--- config.mk ---
export PLATFORM = sky130hd
export DESIGN_NAME = frame_rx
export DESIGN_NICKNAME = d
export VERILOG_FILES = /design/src/uart_str_pkg.sv /design/src/frame_rx.sv
export SDC_FILE = /design/constraint.sdc
export NUM_CORES = 2
export LEC_CHECK = 0
export BUFFER_PORTS_ARGS = -buffer_cell sky130_fd_sc_hd__buf_2
export CELL_PAD_IN_SITES_DETAIL_PLACEMENT = 0
export CELL_PAD_IN_SITES_GLOBAL_PLACEMENT = 2
export CORE_ASPECT_RATIO = 2
export CORE_MARGIN = 1.5
export CORE_UTILIZATION = 43
export DETAILED_ROUTE_END_ITERATION = 12
export PLACE_DENSITY_LB_ADDON = 0.2
export SLEW_MARGIN = 20
export SYNTH_ARGS = -nofsm -noshare
export SYNTH_HDL_FRONTEND = slang
export SYNTH_SLANG_ARGS = --single-unit
--- constraint.sdc ---
create_clock -name sys_clk -period 78.6 [get_ports sys_clk]
set_input_delay 15.72 -clock sys_clk [delete_from_list [all_inputs] [get_ports sys_clk]]
set_output_delay 15.72 -clock sys_clk [all_outputs]
set_load 0.01 [all_outputs]
--- src/uart_str_pkg.sv ---
// string framing constants
// shared by the framer, the deframer and the top level

package uart_str_pkg;

	// string buffer capacity in bytes
	localparam int str_bytes = 137;

	// width of the length ports
	// must hold str_bytes plus two during receive counting
	localparam int len_w = 8;

	// ascii '&', sent twice before and twice after the content
	localparam logic [7:0] delim_char = 8'h26;

	// stop bits sent by the transmitter
	localparam int tx_stop_bits = 2;

	// stop bits checked by the receiver
	localparam int rx_stop_bits = 1;

endpackage

--- src/frame_rx.sv ---
// frame receiver
// hunts for "&&", stores content bytes until the closing "&&"
// a lone '&' inside the content is kept together with the byte after it
`timescale 1ns/1ps

module frame_rx (
	input  logic                                   sys_clk,
	input  logic                                   sys_rst_n,
	input  logic [7:0]                             rx_byte,
	input  logic                                   rx_byte_vld,
	input  logic                                   rx_frm_err,
	output logic [uart_str_pkg::str_bytes*8-1:0]   rx_string,
	output logic [uart_str_pkg::len_w-1:0]         rx_length,
	output logic                                   rx_busy,
	output logic                                   rx_done,
	output logic                                   rx_err
);

	localparam int               LEN_W   = uart_str_pkg::len_w;
	localparam logic [LEN_W-1:0] MAX_LEN = LEN_W'(uart_str_pkg::str_bytes);

	typedef enum logic [1:0] {S_HUNT, S_SIGN1, S_CONTENT, S_PEND} state_t;

	state_t                               state;
	logic [LEN_W-1:0]                     cnt;
	logic [uart_str_pkg::str_bytes*8-1:0] work;
	logic                                 is_delim;
	logic                                 room_one;
	logic                                 room_two;
	logic                                 frame_end;

	assign is_delim  = (rx_byte == uart_str_pkg::delim_char);
	assign room_one  = (cnt < MAX_LEN);
	assign room_two  = (cnt < MAX_LEN - 1'b1);
	assign frame_end = rx_byte_vld && is_delim && (state == S_PEND);
	assign rx_busy   = (state == S_CONTENT) || (state == S_PEND);

	always_ff @(posedge sys_clk or negedge sys_rst_n) begin
		if (!sys_rst_n) begin
			state     <= S_HUNT;
			cnt       <= '0;
			rx_length <= '0;
			rx_done   <= 1'b0;
			rx_err    <= 1'b0;
		end else begin
			rx_done <= 1'b0;
			rx_err  <= 1'b0;
			case (state)
				S_HUNT: begin
					if (rx_byte_vld && is_delim)
						state <= S_SIGN1;
				end
				S_SIGN1: begin
					if (rx_frm_err) begin
						state <= S_HUNT;
					end else if (rx_byte_vld) begin
						cnt   <= '0;
						state <= is_delim ? S_CONTENT : S_HUNT;
					end
				end
				S_CONTENT: begin
					if (rx_frm_err) begin
						rx_err <= 1'b1;
						state  <= S_HUNT;
					end else if (rx_byte_vld) begin
						if (is_delim) begin
							state <= S_PEND;
						end else if (!room_one) begin
							// buffer full, drop the frame
							rx_err <= 1'b1;
							state  <= S_HUNT;
						end else begin
							cnt <= cnt + 1'b1;
						end
					end
				end
				default: begin
					if (rx_frm_err) begin
						rx_err <= 1'b1;
						state  <= S_HUNT;
					end else if (rx_byte_vld) begin
						if (is_delim) begin
							rx_done   <= 1'b1;
							rx_length <= cnt;
							state     <= S_HUNT;
						end else if (!room_two) begin
							rx_err <= 1'b1;
							state  <= S_HUNT;
						end else begin
							// pending '&' plus this byte
							cnt   <= cnt + 2'd2;
							state <= S_CONTENT;
						end
					end
				end
			endcase
		end
	end

	// working buffer, published only on a good end
	always_ff @(posedge sys_clk) begin
		if (rx_byte_vld && !is_delim) begin
			if (state == S_CONTENT && room_one)
				work[cnt*8 +: 8] <= rx_byte;
			if (state == S_PEND && room_two) begin
				work[cnt*8 +: 8]     <= uart_str_pkg::delim_char;
				work[cnt*8 + 8 +: 8] <= rx_byte;
			end
		end
		if (frame_end)
			rx_string <= work;
	end

endmodule

Word-level counts from Yosys, hierarchy flattened
Index checks and enable logic that the tools add are counted.
{"block": "word_totals", "ram_bits": 0, "n_memories": 0, "wordCells": 91, "register_bits": 2212, "romBits": 0, "in_bits": 12, "output_inout_bits": 1107, "latchBits": 0}
{"block": "op_classes", "shifts": 5, "bitwise": 3, "mux": 43, "add_sub_neg": 5, "n_eq_ne": 11, "n_reduce_logical": 15, "div": 0, "mul": 0, "magnitude_cmp": 2}
{"op": "$bwmux W1096", "n": 3}
{"op": "$mux W1096", "n": 3}
{"op": "$shift A8 B34 Y1096 const A", "n": 2}
{"op": "$shiftx A8 B34 Y1096", "n": 2}
{"op": "$shiftx A8 B34 Y1096 const A", "n": 1}
{"op": "$mux W8", "n": 10}
{"op": "$neg A11 Y34", "n": 1}
{"op": "$neg A12 Y34", "n": 1}
{"op": "$mux W2", "n": 12}
{"op": "$pmux W8 S3", "n": 1}
{"op": "$lt A8 B8 Y1 const B", "n": 2}
{"op": "$add A11 B4 Y12 const B", "n": 1}
{"op": "$mux W1", "n": 12}
{"op": "$add A8 B1 Y8 const B", "n": 1}
{"op": "$add A8 B2 Y8 const B", "n": 1}
{"op": "$eq A8 B6 Y1 const B", "n": 1}
{"op": "$reduce_and A7 Y1", "n": 1}
{"op": "$ne A2 B2 Y1 const B", "n": 3}
{"op": "$ne A3 B3 Y1 const B", "n": 2}
{"op": "$pmux W2 S3", "n": 1}
{"op": "$reduce_bool A3 Y1", "n": 2}
{"op": "$logic_and A1 B1 Y1", "n": 5}
{"op": "$reduce_and A5 Y1", "n": 1}
{"op": "$eq A2 B2 Y1 const B", "n": 2}
{"op": "other kinds (11)", "n": 13}

Depth between registers and ports, before layout
{"block": "logic_depth", "depth_word": 8, "depth_mapped": 19, "ltp_nobuf": 12}

Least setup slack after synthesis
Ideal clock, no wire load.
{"block": "synth_timing", "kind": "input-to-reg", "from": "in rx_byte[4]", "to": "reg work[0] in the netlist's numbering, enable pin", "setup_slack_ps": 11678, "setup_time_ps": 2698, "stages": 5, "path_buffers": 2, "t_arrival_ps": 64224, "required_ps": 75902, "path_cell_list": "clkbuf_1 -> clkinv_1 -> and4_1 -> clkbuf_1 -> nor2b_1"}
{"block": "synth_via", "elab_chain_cells": 3}
{"element": "start: declaration", "line": "frame_rx.sv:9", "rtl": "input logic [7:0] rx_byte,"}
{"element": "$eq A8 B6 Y1", "line": "frame_rx.sv:32", "rtl": "assign is_delim = (rx_byte == uart_str_pkg::delim_char);"}
{"element": "$logic_not A1 Y1", "line": "frame_rx.sv:102", "rtl": "if (rx_byte_vld && !is_delim) begin"}
{"element": "$logic_and A1 B1 Y1", "line": "frame_rx.sv:102"}
{"element": "end signal: indexed assignment", "line": "frame_rx.sv:104", "rtl": "work[cnt*8 +: 8] <= rx_byte;"}
{"element": "end signal: indexed assignment", "line": "frame_rx.sv:106", "rtl": "work[cnt*8 +: 8] <= uart_str_pkg::delim_char;"}
{"element": "end signal: indexed assignment", "line": "frame_rx.sv:107", "rtl": "work[cnt*8 + 8 +: 8] <= rx_byte;"}
{"element": "end: declaration", "line": "frame_rx.sv:26", "rtl": "logic [uart_str_pkg::str_bytes*8-1:0] work;"}
Every way passes these cells.
A chain may end at the register's enable or synchronous reset.

Worst setup path in the final report
{"block": "layout_timing", "from": "in rx_byte[4]", "to": "reg work[1013] in the netlist's numbering, enable pin"}
The elaborated chain is that of the path after synthesis.

==> impl_results.md <==
* Async set or reset register ratio after synthesis at 0.009042
* Final Worst Setup Slack at 56.37 ns
* Switch Pwr at 1.380 mW
* First-pass GRT wire length at 732,800 µm
* Fmax at 44.99 MHz
* Via Count at 88,820
* Syn Inst Count at 8,082
* R2R depth at 14
* Cts bufs inserted at 200
* Worst vdd ir at 35.50 µV
* Clock transition at path regs at 0.07 ns
* Via count of the first global-routing pass at 81,050
* Seq pwr share at 0.405
* Kind of critical path: primary input to flip-flop
* Initial Util at 0.4329
* Register area at 66,330 µm²
* Antenna viol nets, final at 0
* Worst-path fanout max at 72
* DRT Wirelength at 556,700 µm
* Nets at 9,194
* Power Total at 3.407 mW
* Core Area at 226,500 µm²
* Cts hold-fix bufs at 0
* Die area at 231,100 µm²
* Total track usage at 0.4695
* Average size of a mapped cell at 12.13 µm²
* Layout cells sized above 1 at 0.2084
* Avg WL per Cell at 45.10 µm
* Post-synth EDFFs at 2,192
* WP data arrival at 22.77 ns
* P_leak at 36.97 nW
* Clk_lat worst skew at 0.94 ns
* Comb pwr share at 0.291
* DP HPWL at 402,000 µm
* Setup TNS Final at 0 ns
* Die width at 340.7 µm
* Cell count after placement at 11,950
* Internal power at 2.027 mW
* Hold WS at 0.4465 ns
* Power per cell area at 29.64 nW/µm²
* Net Sw Frac at 0.4051
* Status: completed
* Fillers at 20,350
* Final-report max-slew violation count at 0
* Synth-to-Final Area Change at 17.20%
* Slew margin rel. at 0.09485
* WP data required at 79.15 ns
* Crit path time final at 22.23 ns
* DR pass1 iterations at 9
* Setup repair bufs after CTS at 0
* Clock Path Buffers at 4
* Setup violators final at 0
* Ys flop type: edfxtp_1
* Port Buffers at 1,118
* Placer Congestion at 1.024
* Root buf cell: clkbuf_16
* Final Hold Fails at 0
* Synth warn at 0
* Hold Path Class: flip-flop to flip-flop
* Pin count of the biggest net entering global routing at 164
* RSZ-0062 raised after global routing: no
* Hold path depth at 0
* DR iter-0 viols at 14,470
* Synth cell types at 100
* Sequential share of the synthesized area at 0.6763
* Gr ovfl total at 0
* Slew @ Worst Pin at 1.358 ns
* Vias/cell at 7.195
* Dpl ws at 55.28 ns
* Initial antenna violation count at 53
* Clock skew at 0.04006 ns
* Footprint of the multi-input gates at 30,070 µm²
* FP Rows at 247
* CP Capture Type: flip-flop
* DRC at 0
* CTS tree: done
* #FFs+latches synth at 2,212
* Non-Filler Instances at 12,340
* Cell Area, Synth at 98,070 µm²
* Final Cycle Share at 0.2828
* Clk network pwr share at 0.304
* Cts repair resizes at 0
* Net Count, Synth at 8,108
* Max_cap viols at 0
* Die Height at 678.4 µm
* # H-tree levels at 4
* Worst setup SP type: primary input
* Ports at 1,119
* CTS Sinks at 2,212
logic make-up after synthesis:
| family | synth area share |
|---|---|
| compound gates | 0.1613 |
| simple gates | 0.1311 |
| xor+xnor | 0.001442 |
| flops | 0.6763 |
| fa+ha+maj | 0.001786 |
| buf+inv | 0.02367 |
| mux | 0.004427 |
area by class of cell:
cell class                 instances  area share
antenna                           32   0.0006966
clock buffer                     226     0.04457
clock inverter                   132     0.01274
inverter                          26   0.0008490
multi-input combinational       5296      0.2616
sequential                      2212      0.5770
tap                             2988     0.03252
timing repair buffer            1432     0.06997
critical path, stage by stage:
cell and delay [ns]:
buf_2 0.11, buf_4 0.26, clkinv_1 0.53, buf_4 0.43, and4_1 0.40, nor2b_4 0.59
buf_4 0.84, buf_4 0.95, buf_4 0.96, buf_4 0.86, buf_4 0.82
cells in the mapped netlist, types with 7 or more instances:
| cell | instances | area, µm² |
|---|---|---|
| edfxtp_1 | 2192 | 65820 |
| a21oi_1 | 958 | 4795 |
| nor3_1 | 781 | 3909 |
| o22ai_1 | 695 | 4348 |
| nand2_1 | 638 | 2395 |
| nor2_1 | 512 | 1922 |
| clkbuf_1 | 394 | 1479 |
| nand3_1 | 311 | 1556 |
| o221ai_1 | 188 | 1647 |
| o21ai_0 | 127 | 635.6 |
| buf_2 | 118 | 590.6 |
| nand4_1 | 102 | 638.1 |
| or3_1 | 80 | 500.5 |
| a31oi_1 | 74 | 462.9 |
| nor4_1 | 73 | 456.7 |
| a22oi_1 | 66 | 495.5 |
| o21ai_1 | 62 | 310.3 |
| and3_1 | 58 | 362.9 |
| o211ai_1 | 49 | 367.9 |
| a211oi_1 | 48 | 360.4 |
| a32oi_1 | 48 | 420.4 |
| mux2i_1 | 40 | 400.4 |
| buf_1 | 31 | 116.4 |
| o31a_1 | 25 | 219.0 |
| and2_1 | 24 | 150.1 |
| a21o_1 | 21 | 157.7 |
| inv_1 | 21 | 78.83 |
| dfrtp_1 | 20 | 500.5 |
| o31ai_1 | 20 | 150.1 |
| nor2b_1 | 17 | 106.4 |
| o21a_1 | 17 | 127.6 |
| o32ai_1 | 15 | 131.4 |
| ha_1 | 14 | 175.2 |
| or2_2 | 14 | 87.58 |
| nand2b_1 | 12 | 75.07 |
| o2111ai_1 | 10 | 87.58 |
| or4_1 | 10 | 75.07 |
| a221oi_1 | 9 | 78.83 |
| nor3_2 | 8 | 80.08 |
| nor3b_1 | 8 | 60.06 |
| nor4_2 | 7 | 87.58 |
| o22a_1 | 7 | 61.31 |
worst paths after layout:
kind / start / to / slack (ns)
max: rx_byte[4] / work[1013] / 56.37
min: work[1022] / rx_string[1022] / 0.45
max reg2reg: cnt[1] / work[505] / 70.30
min reg2reg: work[1022] / rx_string[1022] / 0.45
max in group asynchronous: sys_rst_n / cnt[1] / 63.34
min in group asynchronous: sys_rst_n / cnt[0] / 14.82
registers in the layout, summed over array words and instances, names as in the netlist:
name	flops
work	1096
rx_string	1096
rx_done	1
rx_length	8
cnt	8
state	2
rx_err	1
power by group through the flow:
stage | Clock, mW | Combinational [mW] | Sequential, mW
final | 1.03 | 0.992 | 1.38
after global routing | 1.07 | 0.939 | 1.38
after CTS | 1.04 | 0.903 | 1.38
after detailed placement | 0 | 0.900 | 1.40
after global placement | 0 | 0.897 | 1.40
after floorplan | 0 | 0.337 | 1.42
per-stage QoR:
step / utilization / cell area [µm²]
after floorplan: - / 98070
after global placement: 0.4769 / 108000
after detailed placement: 0.4770 / 108100
after CTS: 0.5061 / 114600
after global routing: 0.5071 / 114900
final: 0.5074 / 114900
layout by cell type (no fill, tap or decap), drive strengths merged, types with 20 or more instances in the layout:
| cell type | count |
|---|---|
| or3 | 80 |
| clkinv | 71 |
| and3 | 58 |
| buf | 1432 |
| a21o | 21 |
| nor4 | 81 |
| edfxtp | 2192 |
| o21ai | 196 |
| a21oi | 963 |
| nand2 | 638 |
| inv | 43 |
| o211ai | 49 |
| clkbuf | 226 |
| a32oi | 48 |
| dfrtp | 20 |
| a31oi | 74 |
| nor3 | 792 |
| o31a | 25 |
| diode | 32 |
| nand4 | 103 |
| nor2 | 517 |
| bufinv | 24 |
| a211oi | 50 |
| o31ai | 26 |
| o221ai | 188 |
| a22oi | 66 |
| clkinvlp | 20 |
| o22ai | 695 |
| and2 | 26 |
| mux2i | 40 |
| nand3 | 312 |
routing by layer:
layer  vias to the layer above  wire, µm  track usage
li1                      34520         -            -
met1                     43810    180400       0.5382
met2                      8171    245800       0.7106
met3                      2288     67100       0.1351
met4                        32     63200       0.4239
met5                         -       253            0
No activity file was read; power rests on OpenSTA's default activity.
