## src/uart_tx.sv

```systemverilog
// uart byte transmitter
// start bit, 8 data bits lsb first, then STOP_BITS high bits
// byte_done pulses once the last stop bit has been sent
`timescale 1ns/1ps

module uart_tx #(
	parameter int CLK_FREQ  = 50_000_000,
	parameter int BAUD_RATE = 115_200,
	parameter int STOP_BITS = 2
) (
	input  logic       sys_clk,
	input  logic       sys_rst_n,
	input  logic [7:0] byte_data,
	input  logic       byte_req,
	output logic       tx,
	output logic       byte_done
);

	localparam int CLKS_PER_BIT = CLK_FREQ / BAUD_RATE;
	localparam int FRAME_BITS   = 9 + STOP_BITS;
	localparam int CNT_W        = $clog2(CLKS_PER_BIT) + 1;
	localparam int BIT_W        = $clog2(FRAME_BITS) + 1;

	logic                  busy;
	logic [CNT_W-1:0]      baud_cnt;
	logic [BIT_W-1:0]      bit_cnt;
	logic [FRAME_BITS-1:0] shreg;
	logic                  bit_end;

	assign bit_end = (baud_cnt == CNT_W'(CLKS_PER_BIT - 1));

	// bit timing and byte sequencing
	always_ff @(posedge sys_clk or negedge sys_rst_n) begin
		if (!sys_rst_n) begin
			busy      <= 1'b0;
			baud_cnt  <= '0;
			bit_cnt   <= '0;
			byte_done <= 1'b0;
		end else begin
			byte_done <= 1'b0;
			if (!busy) begin
				if (byte_req) begin
					busy     <= 1'b1;
					baud_cnt <= '0;
					bit_cnt  <= '0;
				end
			end else if (bit_end) begin
				baud_cnt <= '0;
				if (bit_cnt == BIT_W'(FRAME_BITS - 1)) begin
					busy      <= 1'b0;
					byte_done <= 1'b1;
				end else begin
					bit_cnt <= bit_cnt + 1'b1;
				end
			end else begin
				baud_cnt <= baud_cnt + 1'b1;
			end
		end
	end

	// whole frame loaded at once, shifted out lsb first
	always_ff @(posedge sys_clk) begin
		if (!busy && byte_req)
			shreg <= {{STOP_BITS{1'b1}}, byte_data, 1'b0};
		else if (busy && bit_end)
			shreg <= {1'b1, shreg[FRAME_BITS-1:1]};
	end

	// line idles high between bytes
	assign tx = busy ? shreg[0] : 1'b1;

endmodule

```

## config.mk

```make
export PLATFORM = sky130hd
export DESIGN_NAME = uart_tx
export DESIGN_NICKNAME = d
export VERILOG_FILES = /design/src/uart_tx.sv
export SDC_FILE = /design/constraint.sdc
export NUM_CORES = 1
export LEC_CHECK = 0
export ABC_AREA = 1
export BUFFER_PORTS_ARGS = -buffer_cell sky130_fd_sc_hd__buf_4
export CAP_MARGIN = 20
export CORE_MARGIN = 2
export CORE_UTILIZATION = 40
export DETAILED_ROUTE_END_ITERATION = 7
export GPL_ROUTABILITY_DRIVEN = 1
export RECOVER_POWER = 25
export REMOVE_ABC_BUFFERS = 1
export SYNTH_ARGS = -nofsm -noshare
export SYNTH_HDL_FRONTEND = slang
export SYNTH_SLANG_ARGS = --single-unit
```

## constraint.sdc

```tcl
create_clock -name sys_clk -period 2.8 [get_ports sys_clk]
set_clock_uncertainty 0.15 [all_clocks]
set_input_delay 0.28 -clock sys_clk [delete_from_list [all_inputs] [get_ports sys_clk]]
set_output_delay 0.28 -clock sys_clk [all_outputs]
set_load 0.01 [all_outputs]
```

; After elaboration in Yosys (flattened, before gate mapping)
; Cells that the tools add are included.
[totals]
latchBits = 0
regBits = 26
in_bits = 11
n_memories = 0
romBits = 0
word_cells = 35
ramBits = 0
[op_classes]
n_div = 0
add_sub_neg = 2
bitwise = 0
magnitude_cmp = 0
n_mux = 17
mul = 0
shifts = 0
n_eq_ne = 4
reduce_logical = 6
[op_table]
columns = operator, n
row1 = 2-to-1 mux 10 bit, 3
row2 = 2-to-1 mux 5 bit, 4
row3 = 2-to-1 mux 9 bit, 2
row4 = "adder 10 x 1 -> 10 bit, second input constant", 1
row5 = "== test 10 x 9 -> 1 bit, second input constant", 1
row6 = 2-to-1 mux 1 bit, 8
row7 = "adder 5 x 1 -> 5 bit, second input constant", 1
row8 = "== test 5 x 4 -> 1 bit, second input constant", 1
row9 = nonzero test 2 bit, 2
row10 = AND reduction 3 bit, 1
row11 = logical AND 1 bit, 2
row12 = "!= test 2 x 1 -> 1 bit, second input constant", 1
row13 = "!= test 2 bit, second input constant", 1
row14 = zero test 1 bit, 1

; Logic depth before layout (Yosys ltp)
[depth]
depth_word = 4
mapped_depth = 9

; Least setup slack after synthesis
; OpenSTA, ideal clock, no wires.
[synth_timing]
path_type = register -> register
startpoint = reg baud_cnt[1]
endpoint = reg shreg[1], enable pin
path_slack_ns = 1.102
required_time_ns = 2.326
t_arrival_ns = 1.224
stages_incl_launch_ff = 9
synth_period_minus_slack_ns = 1.698
path_cell_list = dfrtp_1 > inv_1 > ha_1 > inv_1 > nor2_1 > nand3_2 > nand2_2 > nand2_1 > inv_1
[synth_via]
elab_chain_cells = 3
[synth_rtl]
columns = element, line_no
row1 = "start, declared", 25  ; logic [CNT_W-1:0] baud_cnt;
row2 = "start signal, assigned", 56  ; baud_cnt <= baud_cnt + 1'b1;
row3 = == test 10 x 9 -> 1 bit, 30  ; assign bit_end = (baud_cnt == CNT_W'(CLKS_PER_BIT - 1));
row4 = logical AND 1 bit, 65  ; else if (busy && bit_end)
row5 = nonzero test 2 bit (no source line), -
row6 = "end signal, assigned", 64  ; shreg <= {{STOP_BITS{1'b1}}, byte_data, 1'b0};
row7 = "end signal, assigned", 66  ; shreg <= {1'b1, shreg[FRAME_BITS-1:1]};
row8 = "end, declared", 27  ; logic [FRAME_BITS-1:0] shreg;
; No other way between the ends.
; A chain may end at the register's enable or synchronous reset.

; Final worst setup path
[layout_timing]
startpoint = reg baud_cnt[1]
endpoint = reg shreg[3], enable pin
; The elaborated chain is that of the path after synthesis.

==> flow_results.xml <==
<?xml version="1.0" encoding="UTF-8"?>
<metrics>
  <group name="status">
    <metric name="run_status" unit="">completed</metric>
  </group>
  <group name="sta">
    <metric name="fin_tns_setup" unit="ps">0</metric>
    <metric name="max-slew-margin-rel" unit="">0.394</metric>
    <metric name="hold_viol_final" unit="">0</metric>
    <metric name="least_setup_slack_across_all_paths_after_layout" unit="ps">754</metric>
    <metric name="clock.fmax" unit="GHz">0.489</metric>
    <metric name="final_min_period_over_clock_period" unit="">0.731</metric>
    <metric name="worstMarginPinSlew" unit="ps">909</metric>
    <metric name="final-max-slew-violation-count" unit="">0</metric>
    <metric name="setup_repair_after_global_routing_missed_its_margin" unit="">no</metric>
    <metric name="finalWorstPathRequiredPeriod" unit="ps">2050</metric>
    <metric name="timing.final.setup_violations" unit="">0</metric>
  </group>
  <group name="synth">
    <metric name="synth_cells" unit="">173</metric>
    <metric name="synth_compound_gate_area_share" unit="">0.0806</metric>
    <metric name="synth.area.mux_share" unit="">0</metric>
    <metric name="synth_top_area_cell" unit="">sky130_fd_sc_hd__dfrtp_1</metric>
    <metric name="synth_top_area_share" unit="">0.298</metric>
    <metric name="post_synth_fa_ha_maj_area_fraction" unit="">0.0351</metric>
    <metric name="synth.yosys.seq_area_share" unit="">0.480</metric>
    <metric name="synth.distinct_cells" unit="">25</metric>
    <metric name="synthSimpleGateAreaFrac" unit="">0.284</metric>
    <metric name="yosys_warnings" unit="">0</metric>
    <metric name="synth-seq-cells" unit="">26</metric>
    <metric name="post_synth_xor_area_fraction" unit="">0.0307</metric>
    <metric name="syn-cell-area" unit="um2">1430</metric>
    <metric name="synth_area_leaders" unit="">sky130_fd_sc_hd__dfrtp_1 (30%), sky130_fd_sc_hd__edfxtp_1 (17%), sky130_fd_sc_hd__nand2_1 (9.2%)</metric>
    <metric name="syn_area_per_cell" unit="um2">8.25</metric>
    <metric name="combinational_family_with_the_most_area_after_synthesis" unit="">simple AND/OR/NAND/NOR gates</metric>
  </group>
  <group name="clock_tree">
    <metric name="worstSkewPairLatency" unit="ps">310</metric>
    <metric name="tritoncts_buffer_count" unit="">3</metric>
    <metric name="max-clock-path-buffers" unit="">2</metric>
    <metric name="cts.clk_slew.worst_paths" unit="ps">150</metric>
    <metric name="cell_at_the_root_of_the_clock_tree" unit="">sky130_fd_sc_hd__clkbuf_4</metric>
    <metric name="clock_tree.htree_level_count" unit="">1</metric>
    <metric name="tritoncts" unit="">done</metric>
    <metric name="postCtsSetupBuffers" unit="">0</metric>
    <metric name="clock_sinks" unit="">26</metric>
  </group>
  <group name="critical_path">
    <metric name="critical_path_arrival" unit="ps">1910</metric>
    <metric name="setup.worst_path.start_class" unit="">register</metric>
    <metric name="category_of_the_worst_setup_path_capture_point" unit="">register</metric>
    <metric name="worst-setup-path-type" unit="">reg2reg</metric>
    <metric name="critPathMaxFanout" unit="">13</metric>
    <metric name="worst_path_max_delay_cell" unit="">sky130_fd_sc_hd__dfrtp_1</metric>
    <metric name="critical_path_cell_sequence" unit="">inv_1 &gt; ha_1 &gt; inv_1 &gt; nor2_1 &gt; nand3_2 &gt; nand2_2 &gt; nand2_1 &gt; inv_1</metric>
    <metric name="critPathTopFamily" unit="">simple AND/OR/NAND/NOR gates</metric>
    <metric name="critical-path-max-stage-delay" unit="ps">430</metric>
    <metric name="cp.buffers_inverters" unit="">3</metric>
    <metric name="required_time_reported_for_the_critical_path_endpoint" unit="ps">2660</metric>
    <metric name="critPathMostFrequentCell" unit="">sky130_fd_sc_hd__inv_1</metric>
  </group>
  <group name="floorplan">
    <metric name="fp.coreArea" unit="um2">3390</metric>
    <metric name="chipHeight" unit="um">63.7</metric>
    <metric name="die_w" unit="um">63.7</metric>
    <metric name="num_io_pins" unit="">13</metric>
    <metric name="rows" unit="">21</metric>
    <metric name="initial_utilization" unit="">0.421</metric>
    <metric name="die_outline_area" unit="um2">4060</metric>
  </group>
  <group name="global_route">
    <metric name="grt_max_degree" unit="">18</metric>
    <metric name="via_count_of_the_first_global_routing_pass" unit="">1074</metric>
    <metric name="grtUsageTotal" unit="">0.147</metric>
    <metric name="initial_antenna_violation_count" unit="">0</metric>
    <metric name="grt_pass1_wl" unit="um">4700</metric>
    <metric name="grt.overflow.total" unit="">0</metric>
  </group>
  <group name="cells_and_area">
    <metric name="final_cell_area" unit="um2">1600</metric>
    <metric name="antenna_cells_inserted" unit="">0</metric>
    <metric name="nets" unit="">201</metric>
    <metric name="area_growth" unit="%">12.1</metric>
    <metric name="fin_util" unit="">0.472</metric>
    <metric name="num-fill-cells" unit="">340</metric>
    <metric name="final_layout_size_suffix_gt1_frac" unit="">0.146</metric>
  </group>
  <group name="detailed_routing">
    <metric name="via_count" unit="">1139</metric>
    <metric name="route.detailed.wl_per_inst" unit="um">11.7</metric>
    <metric name="postRouteWirelength" unit="um">2700</metric>
    <metric name="detailedRoute.firstPassIterationCount" unit="">4</metric>
    <metric name="vias_per_cell" unit="">4.93</metric>
    <metric name="postRouteAntennaNets" unit="">0</metric>
    <metric name="drc_errors" unit="">0</metric>
    <metric name="drt_first_iter_violations" unit="">59</metric>
  </group>
  <group name="power">
    <metric name="power.static_leakage" unit="nW">0.752</metric>
    <metric name="p_switching" unit="uW">373</metric>
    <metric name="p_int" unit="uW">732</metric>
    <metric name="post-layout-total-power" unit="mW">1.10</metric>
    <metric name="power.sequential.fraction" unit="">0.496</metric>
    <metric name="share_of_total_power_in_combinational_logic" unit="">0.273</metric>
    <metric name="power_switching_share" unit="">0.338</metric>
    <metric name="vdd.ir_drop.worst" unit="mV">0.243</metric>
    <metric name="clock_power_share" unit="">0.232</metric>
    <metric name="cellPowerDensity" unit="nW/um2">690</metric>
  </group>
  <group name="run">
    <metric name="drv.max_cap_violation_count" unit="">0</metric>
  </group>
  <group name="placement">
    <metric name="globalplace.congestion" unit="">0.833</metric>
    <metric name="dp.final_hpwl" unit="um">2000</metric>
    <metric name="preCtsSetupSlack" unit="ps">743</metric>
    <metric name="placed_cell_area" unit="um2">1540</metric>
    <metric name="port_buffers" unit="">12</metric>
  </group>
  <group name="min_path">
    <metric name="worst_hold_path_type" unit="">in2reg</metric>
  </group>
</metrics>
path summary, 6_finish.rpt:
path                               from          end  slack (ps)  cells past startpoint
min                        byte_data[7]     shreg[8]         110                      3
min reg2reg                    shreg[1]     shreg[0]         350                      2
max                         baud_cnt[1]     shreg[3]         750                      8
max reg2reg                 baud_cnt[1]     shreg[3]         750                      8
min in group asynchronous     sys_rst_n  baud_cnt[7]         430                      2
max in group asynchronous     sys_rst_n  baud_cnt[0]        1510                      2
layout make-up:
class | instances | area, um2 | share of cell area
inverter | 25 | 93.8 | 0.0586
clock inverter | 1 | 30.0 | 0.0188
timing repair buffer | 13 | 96.3 | 0.0602
multi-input combinational | 117 | 614 | 0.384
clock buffer | 3 | 22.5 | 0.0141
tap | 46 | 57.6 | 0.0360
sequential | 26 | 686 | 0.428
metal layers:
layer / vias to the layer above / track usage / wire length [um]
li1: 584 / - / -
met1: 527 / 0.196 / 1300
met5: - / 0 / 0
met2: 24 / 0.237 / 1290
met4: 0 / 0.0543 / 31
met3: 4 / 0.0299 / 78
worst register-to-register path: stages (launching register included):
cell	delay [ps]
sky130_fd_sc_hd__dfrtp_1	430
sky130_fd_sc_hd__inv_1	110
sky130_fd_sc_hd__ha_1	190
sky130_fd_sc_hd__inv_1	50
sky130_fd_sc_hd__nor2_1	120
sky130_fd_sc_hd__nand3_2	90
sky130_fd_sc_hd__nand2_2	210
sky130_fd_sc_hd__nand2_1	130
sky130_fd_sc_hd__inv_1	270
stage by stage:
stage                     instances  hold WS [ps]
after floorplan                 168          -166
after global placement          226          6.85
after detailed placement        226          10.6
after CTS                       231          95.6
after global routing            231           106
final                           231           110
Yosys cell counts:
master                     number
sky130_fd_sc_hd__nand2_2        4
sky130_fd_sc_hd__dfxtp_1        1
sky130_fd_sc_hd__o22ai_1        6
sky130_fd_sc_hd__inv_1         24
sky130_fd_sc_hd__a21oi_1        1
sky130_fd_sc_hd__dfrtp_1       17
sky130_fd_sc_hd__buf_4          1
sky130_fd_sc_hd__ha_1           4
sky130_fd_sc_hd__nand2_1       35
sky130_fd_sc_hd__edfxtp_1       8
sky130_fd_sc_hd__nand3_1       16
sky130_fd_sc_hd__nor2_1        18
sky130_fd_sc_hd__xor2_1         3
sky130_fd_sc_hd__nor3_2         1
sky130_fd_sc_hd__xnor2_1        2
sky130_fd_sc_hd__inv_2          1
sky130_fd_sc_hd__nand4_1        6
sky130_fd_sc_hd__buf_2          3
sky130_fd_sc_hd__o21bai_1       1
sky130_fd_sc_hd__o21ai_1        2
sky130_fd_sc_hd__buf_6          1
sky130_fd_sc_hd__nor2_2         3
sky130_fd_sc_hd__o21ai_0       11
sky130_fd_sc_hd__nand3_2        3
sky130_fd_sc_hd__nor3_1         1
state kept, by name, indices dropped and copies added, names as in the netlist:
register   flops
busy           1
baud_cnt      10
bit_cnt        5
shreg          9
byte_done      1
layout by cell type (no fill, tap or decap):
master                          count
sky130_fd_sc_hd__a21oi_1            1
sky130_fd_sc_hd__buf_4             11
sky130_fd_sc_hd__bufinv_16          1
sky130_fd_sc_hd__clkbuf_1           1
sky130_fd_sc_hd__clkbuf_4           3
sky130_fd_sc_hd__dfrtp_1           17
sky130_fd_sc_hd__dfxtp_1            1
sky130_fd_sc_hd__dlygate4sd3_1      1
sky130_fd_sc_hd__edfxtp_1           8
sky130_fd_sc_hd__ha_1               4
sky130_fd_sc_hd__inv_1             24
sky130_fd_sc_hd__inv_2              1
sky130_fd_sc_hd__nand2_1           35
sky130_fd_sc_hd__nand2_2            4
sky130_fd_sc_hd__nand3_1           16
sky130_fd_sc_hd__nand3_2            3
sky130_fd_sc_hd__nand4_1            6
sky130_fd_sc_hd__nor2_1            18
sky130_fd_sc_hd__nor2_2             3
sky130_fd_sc_hd__nor3_1             1
sky130_fd_sc_hd__nor3_2             1
sky130_fd_sc_hd__o21ai_0           11
sky130_fd_sc_hd__o21ai_1            2
sky130_fd_sc_hd__o21bai_1           1
sky130_fd_sc_hd__o22ai_1            6
sky130_fd_sc_hd__xnor2_1            2
sky130_fd_sc_hd__xor2_1             3
cells by family (layout without fill, tap and decap cells):
| kind of cell | count (synthesis) | count (layout) |
|---|---|---|
| simple gates | 87 | 87 |
| flops | 26 | 26 |
| xor+xnor | 5 | 5 |
| fa+ha+maj | 4 | 4 |
| compound gates | 21 | 21 |
| buf+inv | 30 | 42 |
repair_timing:
item | CTS | global route
endpoints found under the hold margin | 17 | 0
hold buffers | 1 | 0
gates resized for setup | 0 | 0
power groups by stage:
stage               Sequential (mW)  Clock [mW]  Combinational [mW]
floorplan                     0.538           0               0.237
detailed placement            0.558           0               0.302
finish                        0.548       0.256               0.301
CTS                           0.549       0.268               0.305
global route                  0.563       0.282               0.354
global placement              0.555           0               0.296
No activity file was read; power rests on OpenSTA's default activity.
