### src/uart_str_pkg.sv
// string framing constants
// shared by the framer, the deframer and the top level

package uart_str_pkg;

	// string buffer capacity in bytes
	localparam int str_bytes = 137;

	// width of the length ports
	// must hold str_bytes plus two during receive counting
	localparam int len_w = 8;

	// ascii '&', sent twice before and twice after the content
	localparam logic [7:0] delim_char = 8'h26;

	// stop bits sent by the transmitter
	localparam int tx_stop_bits = 2;

	// stop bits checked by the receiver
	localparam int rx_stop_bits = 1;

endpackage

### src/frame_tx.sv
// frame transmitter
// sends "&&", the content bytes of the captured buffer, then "&&"
// one byte at a time through the uart byte engine
`timescale 1ns/1ps

module frame_tx (
	input  logic                                   sys_clk,
	input  logic                                   sys_rst_n,
	input  logic [uart_str_pkg::str_bytes*8-1:0]   tx_string,
	input  logic [uart_str_pkg::len_w-1:0]         tx_length,
	input  logic                                   tx_req,
	output logic                                   tx_busy,
	output logic                                   tx_done,
	output logic [7:0]                             byte_data,
	output logic                                   byte_req,
	input  logic                                   byte_done
);

	localparam int LEN_W = uart_str_pkg::len_w;

	// one-hot states
	localparam logic [6:0] S_IDLE    = 7'b000_0001;
	localparam logic [6:0] S_SIGN1   = 7'b000_0010;
	localparam logic [6:0] S_SIGN2   = 7'b000_0100;
	localparam logic [6:0] S_CONTENT = 7'b000_1000;
	localparam logic [6:0] S_SIGN3   = 7'b001_0000;
	localparam logic [6:0] S_SIGN4   = 7'b010_0000;
	localparam logic [6:0] S_FINISH  = 7'b100_0000;

	logic [6:0]                           state;
	logic [LEN_W-1:0]                     cnt;
	logic [LEN_W-1:0]                     len_q;
	logic [uart_str_pkg::str_bytes*8-1:0] buf_q;
	logic                                 accept;
	logic                                 load_content;

	// finish behaves like idle for a new request
	assign tx_busy = !(state == S_IDLE || state == S_FINISH);
	assign tx_done = (state == S_FINISH);
	assign accept  = tx_req && !tx_busy;

	assign load_content = byte_done &&
		((state == S_SIGN2 && len_q != '0) || (state == S_CONTENT && cnt != len_q));

	always_ff @(posedge sys_clk or negedge sys_rst_n) begin
		if (!sys_rst_n) begin
			state    <= S_IDLE;
			cnt      <= '0;
			byte_req <= 1'b0;
		end else begin
			byte_req <= 1'b0;
			case (state)
				S_IDLE, S_FINISH: begin
					state    <= accept ? S_SIGN1 : S_IDLE;
					byte_req <= accept;
				end
				S_SIGN1: begin
					if (byte_done) begin
						state    <= S_SIGN2;
						byte_req <= 1'b1;
					end
				end
				S_SIGN2: begin
					if (byte_done) begin
						byte_req <= 1'b1;
						cnt      <= LEN_W'(1);
						// empty string goes straight to the closing pair
						state    <= (len_q == '0) ? S_SIGN3 : S_CONTENT;
					end
				end
				S_CONTENT: begin
					if (byte_done) begin
						byte_req <= 1'b1;
						if (cnt == len_q)
							state <= S_SIGN3;
						else
							cnt <= cnt + 1'b1;
					end
				end
				S_SIGN3: begin
					if (byte_done) begin
						state    <= S_SIGN4;
						byte_req <= 1'b1;
					end
				end
				S_SIGN4: begin
					if (byte_done)
						state <= S_FINISH;
				end
				default: state <= S_IDLE;
			endcase
		end
	end

	// buffer shifts down one byte per content byte sent
	always_ff @(posedge sys_clk) begin
		if (accept) begin
			buf_q     <= tx_string;
			len_q     <= tx_length;
			byte_data <= uart_str_pkg::delim_char;
		end else if (load_content) begin
			byte_data <= buf_q[7:0];
			buf_q     <= buf_q >> 8;
		end else if (byte_done) begin
			byte_data <= uart_str_pkg::delim_char;
		end
	end

endmodule

### config.mk
export PLATFORM = sky130hd
export DESIGN_NAME = frame_tx
export DESIGN_NICKNAME = d
export VERILOG_FILES = /design/src/uart_str_pkg.sv /design/src/frame_tx.sv
export SDC_FILE = /design/constraint.sdc
export NUM_CORES = 1
export LEC_CHECK = 0
export BUFFER_PORTS_ARGS = -buffer_cell sky130_fd_sc_hd__buf_2
export CORE_AREA = 4 4 439 441
export CTS_CLUSTER_SIZE = 16
export DETAILED_ROUTE_END_ITERATION = 6
export DIE_AREA = 0 0 443 445
export SYNTH_ARGS = -nofsm -noshare
export SYNTH_HDL_FRONTEND = slang
export SYNTH_SLANG_ARGS = --single-unit
### constraint.sdc
create_clock -name sys_clk -period 78.7 [get_ports sys_clk]
set_input_delay 7.87 -clock sys_clk [delete_from_list [all_inputs] [get_ports sys_clk]]
set_output_delay 7.87 -clock sys_clk [all_outputs]
set_load 0.005 [all_outputs]
# After elaboration in Yosys (flattened, before gate mapping)
# Cells that the tools add are included.
# W data, S select, Z words.
[totals]
input_bits = 1108
ff_bits = 1128
wordCells = 58
[op_classes]
reduce_logical = 16
add_sub_neg = 1
mux = 19
n_eq_ne = 16
[op_table]
columns = ["op", "n"]
rows = [
  ["$mux W1096", 2],
  ["$mux W7", 6],
  ["$pmux W7 S6", 1],
  ["$mux W8", 5],
  ["$pmux W8 S2", 1],
  ["$ne A2 B2 Y1 const B", 6],
  ["$add A8 B1 Y8 const B", 1],
  ["$eq A8 B8 Y1", 1],
  ["$logic_not A8 Y1", 1],
  ["$ne A8 B8 Y1", 1],
  ["$reduce_bool A8 Y1", 1],
  ["$eq A7 B1 Y1 const B", 1],
  ["$eq A7 B2 Y1 const B", 1],
  ["$eq A7 B3 Y1 const B", 1],
  ["$eq A7 B4 Y1 const B", 1],
  ["$eq A7 B5 Y1 const B", 1],
  ["$eq A7 B6 Y1 const B", 1],
  ["$eq A7 B7 Y1 const B", 1],
  ["$reduce_and A6 Y1", 1],
  ["$reduce_bool A2 Y1", 3],
  ["$mux W5", 1],
  ["$logic_and A1 B1 Y1", 4],
  ["$reduce_and A4 Y1", 1],
  ["$reduce_or A4 Y1", 1],
  ["7 further kinds", 8],
]

# Logic depth before layout (Yosys ltp)
# Gate-level depths: netlist of the first run.
[logic_depth]
depth_word = 6
depth_mapped = 9
ltp_nobuf = 6

# Least setup slack after synthesis of the first run
# Ideal clock, no wire load.
[synth_timing]
path_kind = "in2reg"
startpoint = "input byte_done"
endpoint = "register buf_q[0] (netlist name), enable pin"
setup_ns = 4.087
arrival_time_ns = 84.574
cell_stages = 4
setup_slack_ns = -9.961
required_ns = 74.613
n_path_buf = 2
path_cell_list = "clkbuf_1 -> inv_1 -> clkbuf_1 -> o21ai_0"
[synth_via]
elab_chain_len = 2
[synth_lines]
columns = ["element", "line", "source"]
rows = [
  ["start, declared", "frame_tx.sv:16", "input logic byte_done"],
  ["$logic_and A1 B1 Y1", "frame_tx.sv:42", "assign load_content = byte_done &&"],
  ["$reduce_bool A2 Y1 (no source line)", "n/a", ""],
  ["end signal, assigned", "frame_tx.sv:98", "buf_q <= tx_string;"],
  ["end signal, assigned", "frame_tx.sv:103", "buf_q <= buf_q >> 8;"],
  ["end, declared", "frame_tx.sv:33", "logic [uart_str_pkg::str_bytes*8-1:0] buf_q;"],
]
# No other way between the ends.
# A chain may end at the register's enable or synchronous reset.

# Worst setup path after layout of the first run
[layout_timing]
startpoint = "input byte_done"
endpoint = "register buf_q[160] (netlist name), enable pin"
# The elaborated chain is that of the path after synthesis.

==> results.sh, run 1 <==
export IMPL_cts_resized=0
export IMPL_syn_inst=4765
export IMPL_required_ps=79080
export IMPL_critPathKind="in -> reg"
export IMPL_hold_viol=0
export IMPL_postCtsHoldBufs=0
export IMPL_clkPwrFrac_pct=25.4
export IMPL_layout_commonest_cell="nand2_1"
export IMPL_cts_htree_levels=4
export IMPL_post_route_cells_drive_above_1_share_pct=22.8
export IMPL_synth_edf_count=1104
export IMPL_cts_made_buffers=136
export IMPL_die_y_um=445
export IMPL_switching_share_pct=34.5
export IMPL_cts_tree="done"
export IMPL_slew_viol_final=0
export IMPL_async_reset_ff_share_pct=1.42
export IMPL_num_fill_cells=19657
export IMPL_syn_area_um2=48000
export IMPL_cp_arrival_ps=13520
export IMPL_gr_usage_all_layers_pct=16.3
export IMPL_grt_max_degree=187
export IMPL_fin_crit_ps=13150
export IMPL_ff2ff_path_depth=9
export IMPL_vias_per_cell=4.38
export IMPL_dp_cells=8182
export IMPL_drc=0
export IMPL_synth_main_ff_cell="edfxtp_1"
export IMPL_outcome="finished, final reports clean"
export IMPL_startpoint_type="primary input"
export IMPL_seqCellArea_um2=33700
export IMPL_drt_initial_drc_count=3521
export IMPL_grt_ovfl_total=0
export IMPL_io_buffers=1118
export IMPL_powerDensity_nw_per_um2=40.6
export IMPL_grt_pass1_wl_um=237000
export IMPL_max_cap_viol_count=0
export IMPL_crit_fanout=180
export IMPL_combPwrFrac_pct=27.7
export IMPL_ant_nets=0
export IMPL_place_congestion=0.950
export IMPL_skew_ps=27.1
export IMPL_routedWlPerCell_um=19.8
export IMPL_period_share_pct=16.7
export IMPL_syn_avg_cell_area_um2=10.1
export IMPL_drt_first_pass_iters=6
export IMPL_p_total_mw=2.45
export IMPL_fmax_mhz=76.1
export IMPL_endpoint_kind="flop"
export IMPL_rows=160
export IMPL_p_seq_share_pct=46.9
export IMPL_grt_pass1_vias=36099
export IMPL_p_int_mw=1.60
export IMPL_fin_nets=6918
export IMPL_synth_seq_cells=1128
export IMPL_hold_path_class="reg -> reg"
export IMPL_vdd_drop_max_uv=25.0
export IMPL_stdcell_count=8470
export IMPL_dp_hpwl_um=124000
export IMPL_core_area_um2=189000
export IMPL_final_cell_mix="nand2_1 (3282), buf_2 (1118), edfxtp_1 (1104), clkbuf_16 (138), clkbuf_1 (33)"
export IMPL_clkTransAtPathRegs_ps=60
export IMPL_synthesis_nets=5874
export IMPL_ys_types=42
export IMPL_vias=37083
export IMPL_setup_tns_ps=0
export IMPL_wl_um=167000
export IMPL_fp_dieW_um=443
export IMPL_cts_setup_buffers=0
export IMPL_setup_viol_count_final=0
export IMPL_ys_warn_count=0
export IMPL_numClockSinks=1128
export IMPL_p_leak_nw=27.1
export IMPL_antenna_found_initial=75
export IMPL_dieArea_um2=197000
export IMPL_start_util_pct=25.3
export IMPL_syn_to_final_growth_pct=25.8
export IMPL_power_switching_uw=846
export IMPL_tightest_slew_ps=1150
export IMPL_insertion_delay_ps=770
export IMPL_cts_root_buffer="clkbuf_16"
export IMPL_rsz0062_at_grt="false"
export IMPL_seq_area_frac_synth_pct=70.3
export IMPL_multi_input_area_um2=13000
export IMPL_clock_path_buffers=3
export IMPL_relSlewSlack_pct=23.6
export IMPL_hold_depth=2
export IMPL_pin_count=1119
[path summary, 6_finish.rpt]
check,endpoint,slack [ps],from
max,buf_q[160],65550,byte_done
min,byte_data[0],480,byte_data[0]
max reg2reg,buf_q[160],71310,state[1]
min reg2reg,byte_data[0],480,byte_data[0]
max in group asynchronous,state[0],71330,sys_rst_n
min in group asynchronous,state[2],7040,sys_rst_n
[through the flow]
stage | utilization [%] | hold WS, ps | cell area (um^2) | worst slack, ps
6_report | 31.9 | 475 | 60300 | 65550
3_3_place_gp | 29.5 | 450 | 55800 | 64900
2_1_floorplan | - | 443 | 48000 | 19690
5_1_grt | 31.9 | 498 | 60300 | 65270
4_1_cts | 31.8 | 473 | 60200 | 65700
3_5_place_dp | 29.5 | 459 | 55800 | 64850
[per-layer routing]
metal  track usage (%)  vias up  part of all wire (%)
met5                 0        -                 0.049
met4              5.27       12                   3.0
met3              3.09      269                   7.1
met2              27.7     1394                    50
met1              20.8    17820                    40
li1                  -    17588                     -
[final cells by class]
cell class | count | share of cell area, %
inverter | 8 | 0.0622
clock inverter | 66 | 1.17
antenna | 46 | 0.191
clock buffer | 176 | 6.05
tap | 2511 | 5.21
sequential | 1128 | 55.9
timing repair buffer | 1152 | 9.83
multi-input combinational | 3383 | 21.6
[kinds of logic (layout without fill, tap and decap cells)]
logic type                 after synthesis  in the layout  share of synthesized area (%)
AOI/OAI and AO/OA                       32             32                          0.423
and+or+nand+nor                       3338           3338                           26.4
other                                    0             46                              0
buffers and inverters                  254           1402                           2.61
adders and majority gates                1              1                         0.0261
muxes                                    2              2                         0.0417
DFF                                   1128           1128                           70.3
xor gates and xnor gates                10             10                          0.183
[power by group through the flow]
stage	clock, mW	combinational [mW]	sequential [mW]
2_1_floorplan	0	0.482	1.60
3_3_place_gp	0	0.675	1.16
3_5_place_dp	0	0.691	1.16
4_1_cts	0.638	0.694	1.15
5_1_grt	0.663	0.781	1.17
6_report	0.623	0.678	1.15
[critical path, cell delays in order]
cell	delay, ps
buf_2	300
inv_1	320
o21ai_4	470
buf_12	650
buf_4	750
buf_4	850
buf_4	900
buf_4	890
[flip-flops by register name, indices dropped and copies added, names as in the netlist]
register   flops
cnt            8
len_q          8
byte_data      8
byte_req       1
buf_q       1096
state          7
[synthesized netlist by cell type, types with 4 or more instances]
cell type / count / area (um^2)
buf_4: 55 / 413
edfxtp_1: 1104 / 33200
dfxtp_1: 8 / 160
nand2_1: 3282 / 12300
a21oi_1: 5 / 25.0
clkbuf_1: 119 / 447
and3_1: 12 / 75.1
nand4_1: 4 / 25.0
nor3_1: 4 / 20.0
dfrtp_1: 15 / 375
nand3_1: 12 / 60.1
or3_1: 4 / 25.0
nor2_1: 4 / 15.0
o21ai_0: 14 / 70.1
inv_1: 7 / 26.3
buf_2: 72 / 360
xnor2_1: 9 / 78.8
Power figures use the tool's default switching activity.
==> run 2: changes to the inputs <==
--- a/config.mk
+++ b/config.mk
@@ -6,10 +6,10 @@
 export NUM_CORES = 1
 export LEC_CHECK = 0
 export BUFFER_PORTS_ARGS = -buffer_cell sky130_fd_sc_hd__buf_2
-export CORE_AREA = 4 4 439 441
+export CORE_AREA = 4 4 434 436
 export CTS_CLUSTER_SIZE = 16
 export DETAILED_ROUTE_END_ITERATION = 6
-export DIE_AREA = 0 0 443 445
+export DIE_AREA = 0 0 438 440
 export SYNTH_ARGS = -nofsm -noshare
 export SYNTH_HDL_FRONTEND = slang
 export SYNTH_SLANG_ARGS = --single-unit
==> constraint.sdc (replaced) <==
create_clock -name sys_clk -period 12.84 [get_ports sys_clk]
set_input_delay 1.284 -clock sys_clk [delete_from_list [all_inputs] [get_ports sys_clk]]
set_output_delay 1.284 -clock sys_clk [all_outputs]
set_load 0.005 [all_outputs]
==> results.sh, run 2 (synthesis gave the netlist of run 1 again) <==
export IMPL_outcome="finished, final reports clean"
export IMPL_max_cap_viol_count=0
export IMPL_crit_chain="or4_4, nor3_4, nand2_8, o21ai_4, buf_4, buf_12, buf_4"
export IMPL_dp_cells=8150
export IMPL_startpoint_type="flop"
export IMPL_core_area_um2=185000
export IMPL_insertion_delay_ps=770
export IMPL_numClockSinks=1128
export IMPL_rows=158
export IMPL_pre_cts_ws_ps=7090
export IMPL_layout_commonest_cell="nand2_1"
export IMPL_hold_viol=0
export IMPL_syn_to_final_growth_pct=25.9
export IMPL_relSlewSlack_pct=21.7
export IMPL_grt_max_degree=207
export IMPL_setup_ws_ps=7520
export IMPL_final_core_utilization_pct=32.7
export IMPL_gr_usage_all_layers_pct=16.5
export IMPL_slew_viol_final=0
export IMPL_required_ps=13240
export IMPL_powerDensity_nw_per_um2=249
export IMPL_dieArea_um2=193000
export IMPL_postCtsHoldBufs=0
export IMPL_cts_setup_buffers=0
export IMPL_drc=0
export IMPL_cts_made_buffers=134
export IMPL_die_y_um=440
export IMPL_skew_ps=38.2
export IMPL_routedWlPerCell_um=19.8
export IMPL_rsz0062_at_grt="false"
export IMPL_design_area_um2=60400
export IMPL_start_util_pct=26.0
export IMPL_cts_resized=0
export IMPL_cts_htree_levels=4
export IMPL_crit_fanout=161
export IMPL_grt_ovfl_total=0
export IMPL_critPathSlowestCell="buf_4"
export IMPL_max_stage_delay_ps=780
export IMPL_stdcell_count=8472
export IMPL_drt_first_pass_iters=7
export IMPL_fp_dieW_um=438
export IMPL_ff2ff_path_depth=7
export IMPL_r2r_setup_slack_ps=7520
export IMPL_clock_path_buffers=3
export IMPL_holdWs_ps=444
export IMPL_post_route_cells_drive_above_1_share_pct=22.8
export IMPL_ant_nets=0
export IMPL_regMostFlops="buf_q"
export IMPL_grt_pass1_wl_um=233000
export IMPL_antenna_found_initial=109
export IMPL_vdd_drop_max_uv=205
export IMPL_grt_pass1_vias=35863
export IMPL_vias_per_cell=4.35
export IMPL_fin_nets=6915
export IMPL_io_buffers=1118
export IMPL_final_cell_mix="nand2_1 (3282), buf_2 (1118), edfxtp_1 (1104), clkbuf_16 (137), clkinv_1 (32)"
export IMPL_drt_initial_drc_count=3236
export IMPL_tightest_slew_ps=1170
export IMPL_fin_crit_ps=5320
export IMPL_vias=36836
export IMPL_period_share_pct=41.4
export IMPL_setup_tns_ps=0
export IMPL_placed_area_um2=55800
export IMPL_p_leak_nw=27.1
export IMPL_r2r_start="state[1]"
export IMPL_p_total_mw=15.1
export IMPL_place_congestion=0.934
export IMPL_cts_tree="done"
export IMPL_dp_hpwl_um=122000
export IMPL_largest_reg_flops=1096
export IMPL_setup_viol_count_final=0
export IMPL_cp_arrival_ps=5720
export IMPL_critPathKind="reg -> reg"
export IMPL_hold_path_class="in -> async"
export IMPL_pin_count=1119
export IMPL_clkTransAtPathRegs_ps=60
export IMPL_fmax_mhz=188
export IMPL_cts_root_buffer="clkbuf_16"
export IMPL_crit_top_cell="buf_4"
export IMPL_endpoint_kind="flop"
export IMPL_r2r_end="buf_q[548]"
export IMPL_wl_um=168000
==> run 2: report_power, final <==
group	total (mW)	internal, mW	leakage [nW]	switching [mW]
logic	4.17	1.11	14.3	3.05
clock network	3.87	2.25	2.15	1.62
registers	7.02	6.50	10.7	0.523
total	15.1	9.86	27.1	5.20
==> run 2: how the worst max path moves through the flow <==
| stage | end | slack, ps | start | cells after the start |
|---|---|---|---|---|
| final | buf_q[548] | 7520 | state[1] | 7 |
| after global placement | buf_q[395] | 7180 | tx_req | 8 |
| after global routing | buf_q[438] | 7150 | state[0] | 9 |
| after floorplan | buf_q[0] | -6870 | byte_done | 4 |
| after detailed placement | buf_q[298] | 7090 | tx_req | 8 |
| after CTS | buf_q[415] | 7510 | state[1] | 7 |
==> run 2: layout make-up <==
class	count	area, um^2
sequential	1128	33700
clock buffer	160	3540
tap	2480	3100
clock inverter	80	857
timing repair buffer	1151	5920
inverter	8	40.0
multi-input combinational	3383	13000
antenna	82	205
fill	19198	124000
==> run 2: worst max-delay path, delay by kind of cell, from the launching register on <==
family | cells | cell delay [ps]
buffers and inverters | 3 | 1990
AND/OR/NAND/NOR | 3 | 1590
flip-flops | 1 | 420
AO/OA/AOI/OAI | 1 | 530
==> run 2: per-layer routing <==
layer / part of all wire, % / global-route usage [%] / vias up / wire, um
li1: - / - / 17619 / -
met1: 40 / 20.6 / 17643 / 67200
met2: 49 / 27.1 / 1225 / 82400
met3: 6.1 / 3.54 / 333 / 10300
met4: 4.6 / 8.28 / 16 / 7640
met5: 0.064 / 0 / - / 108
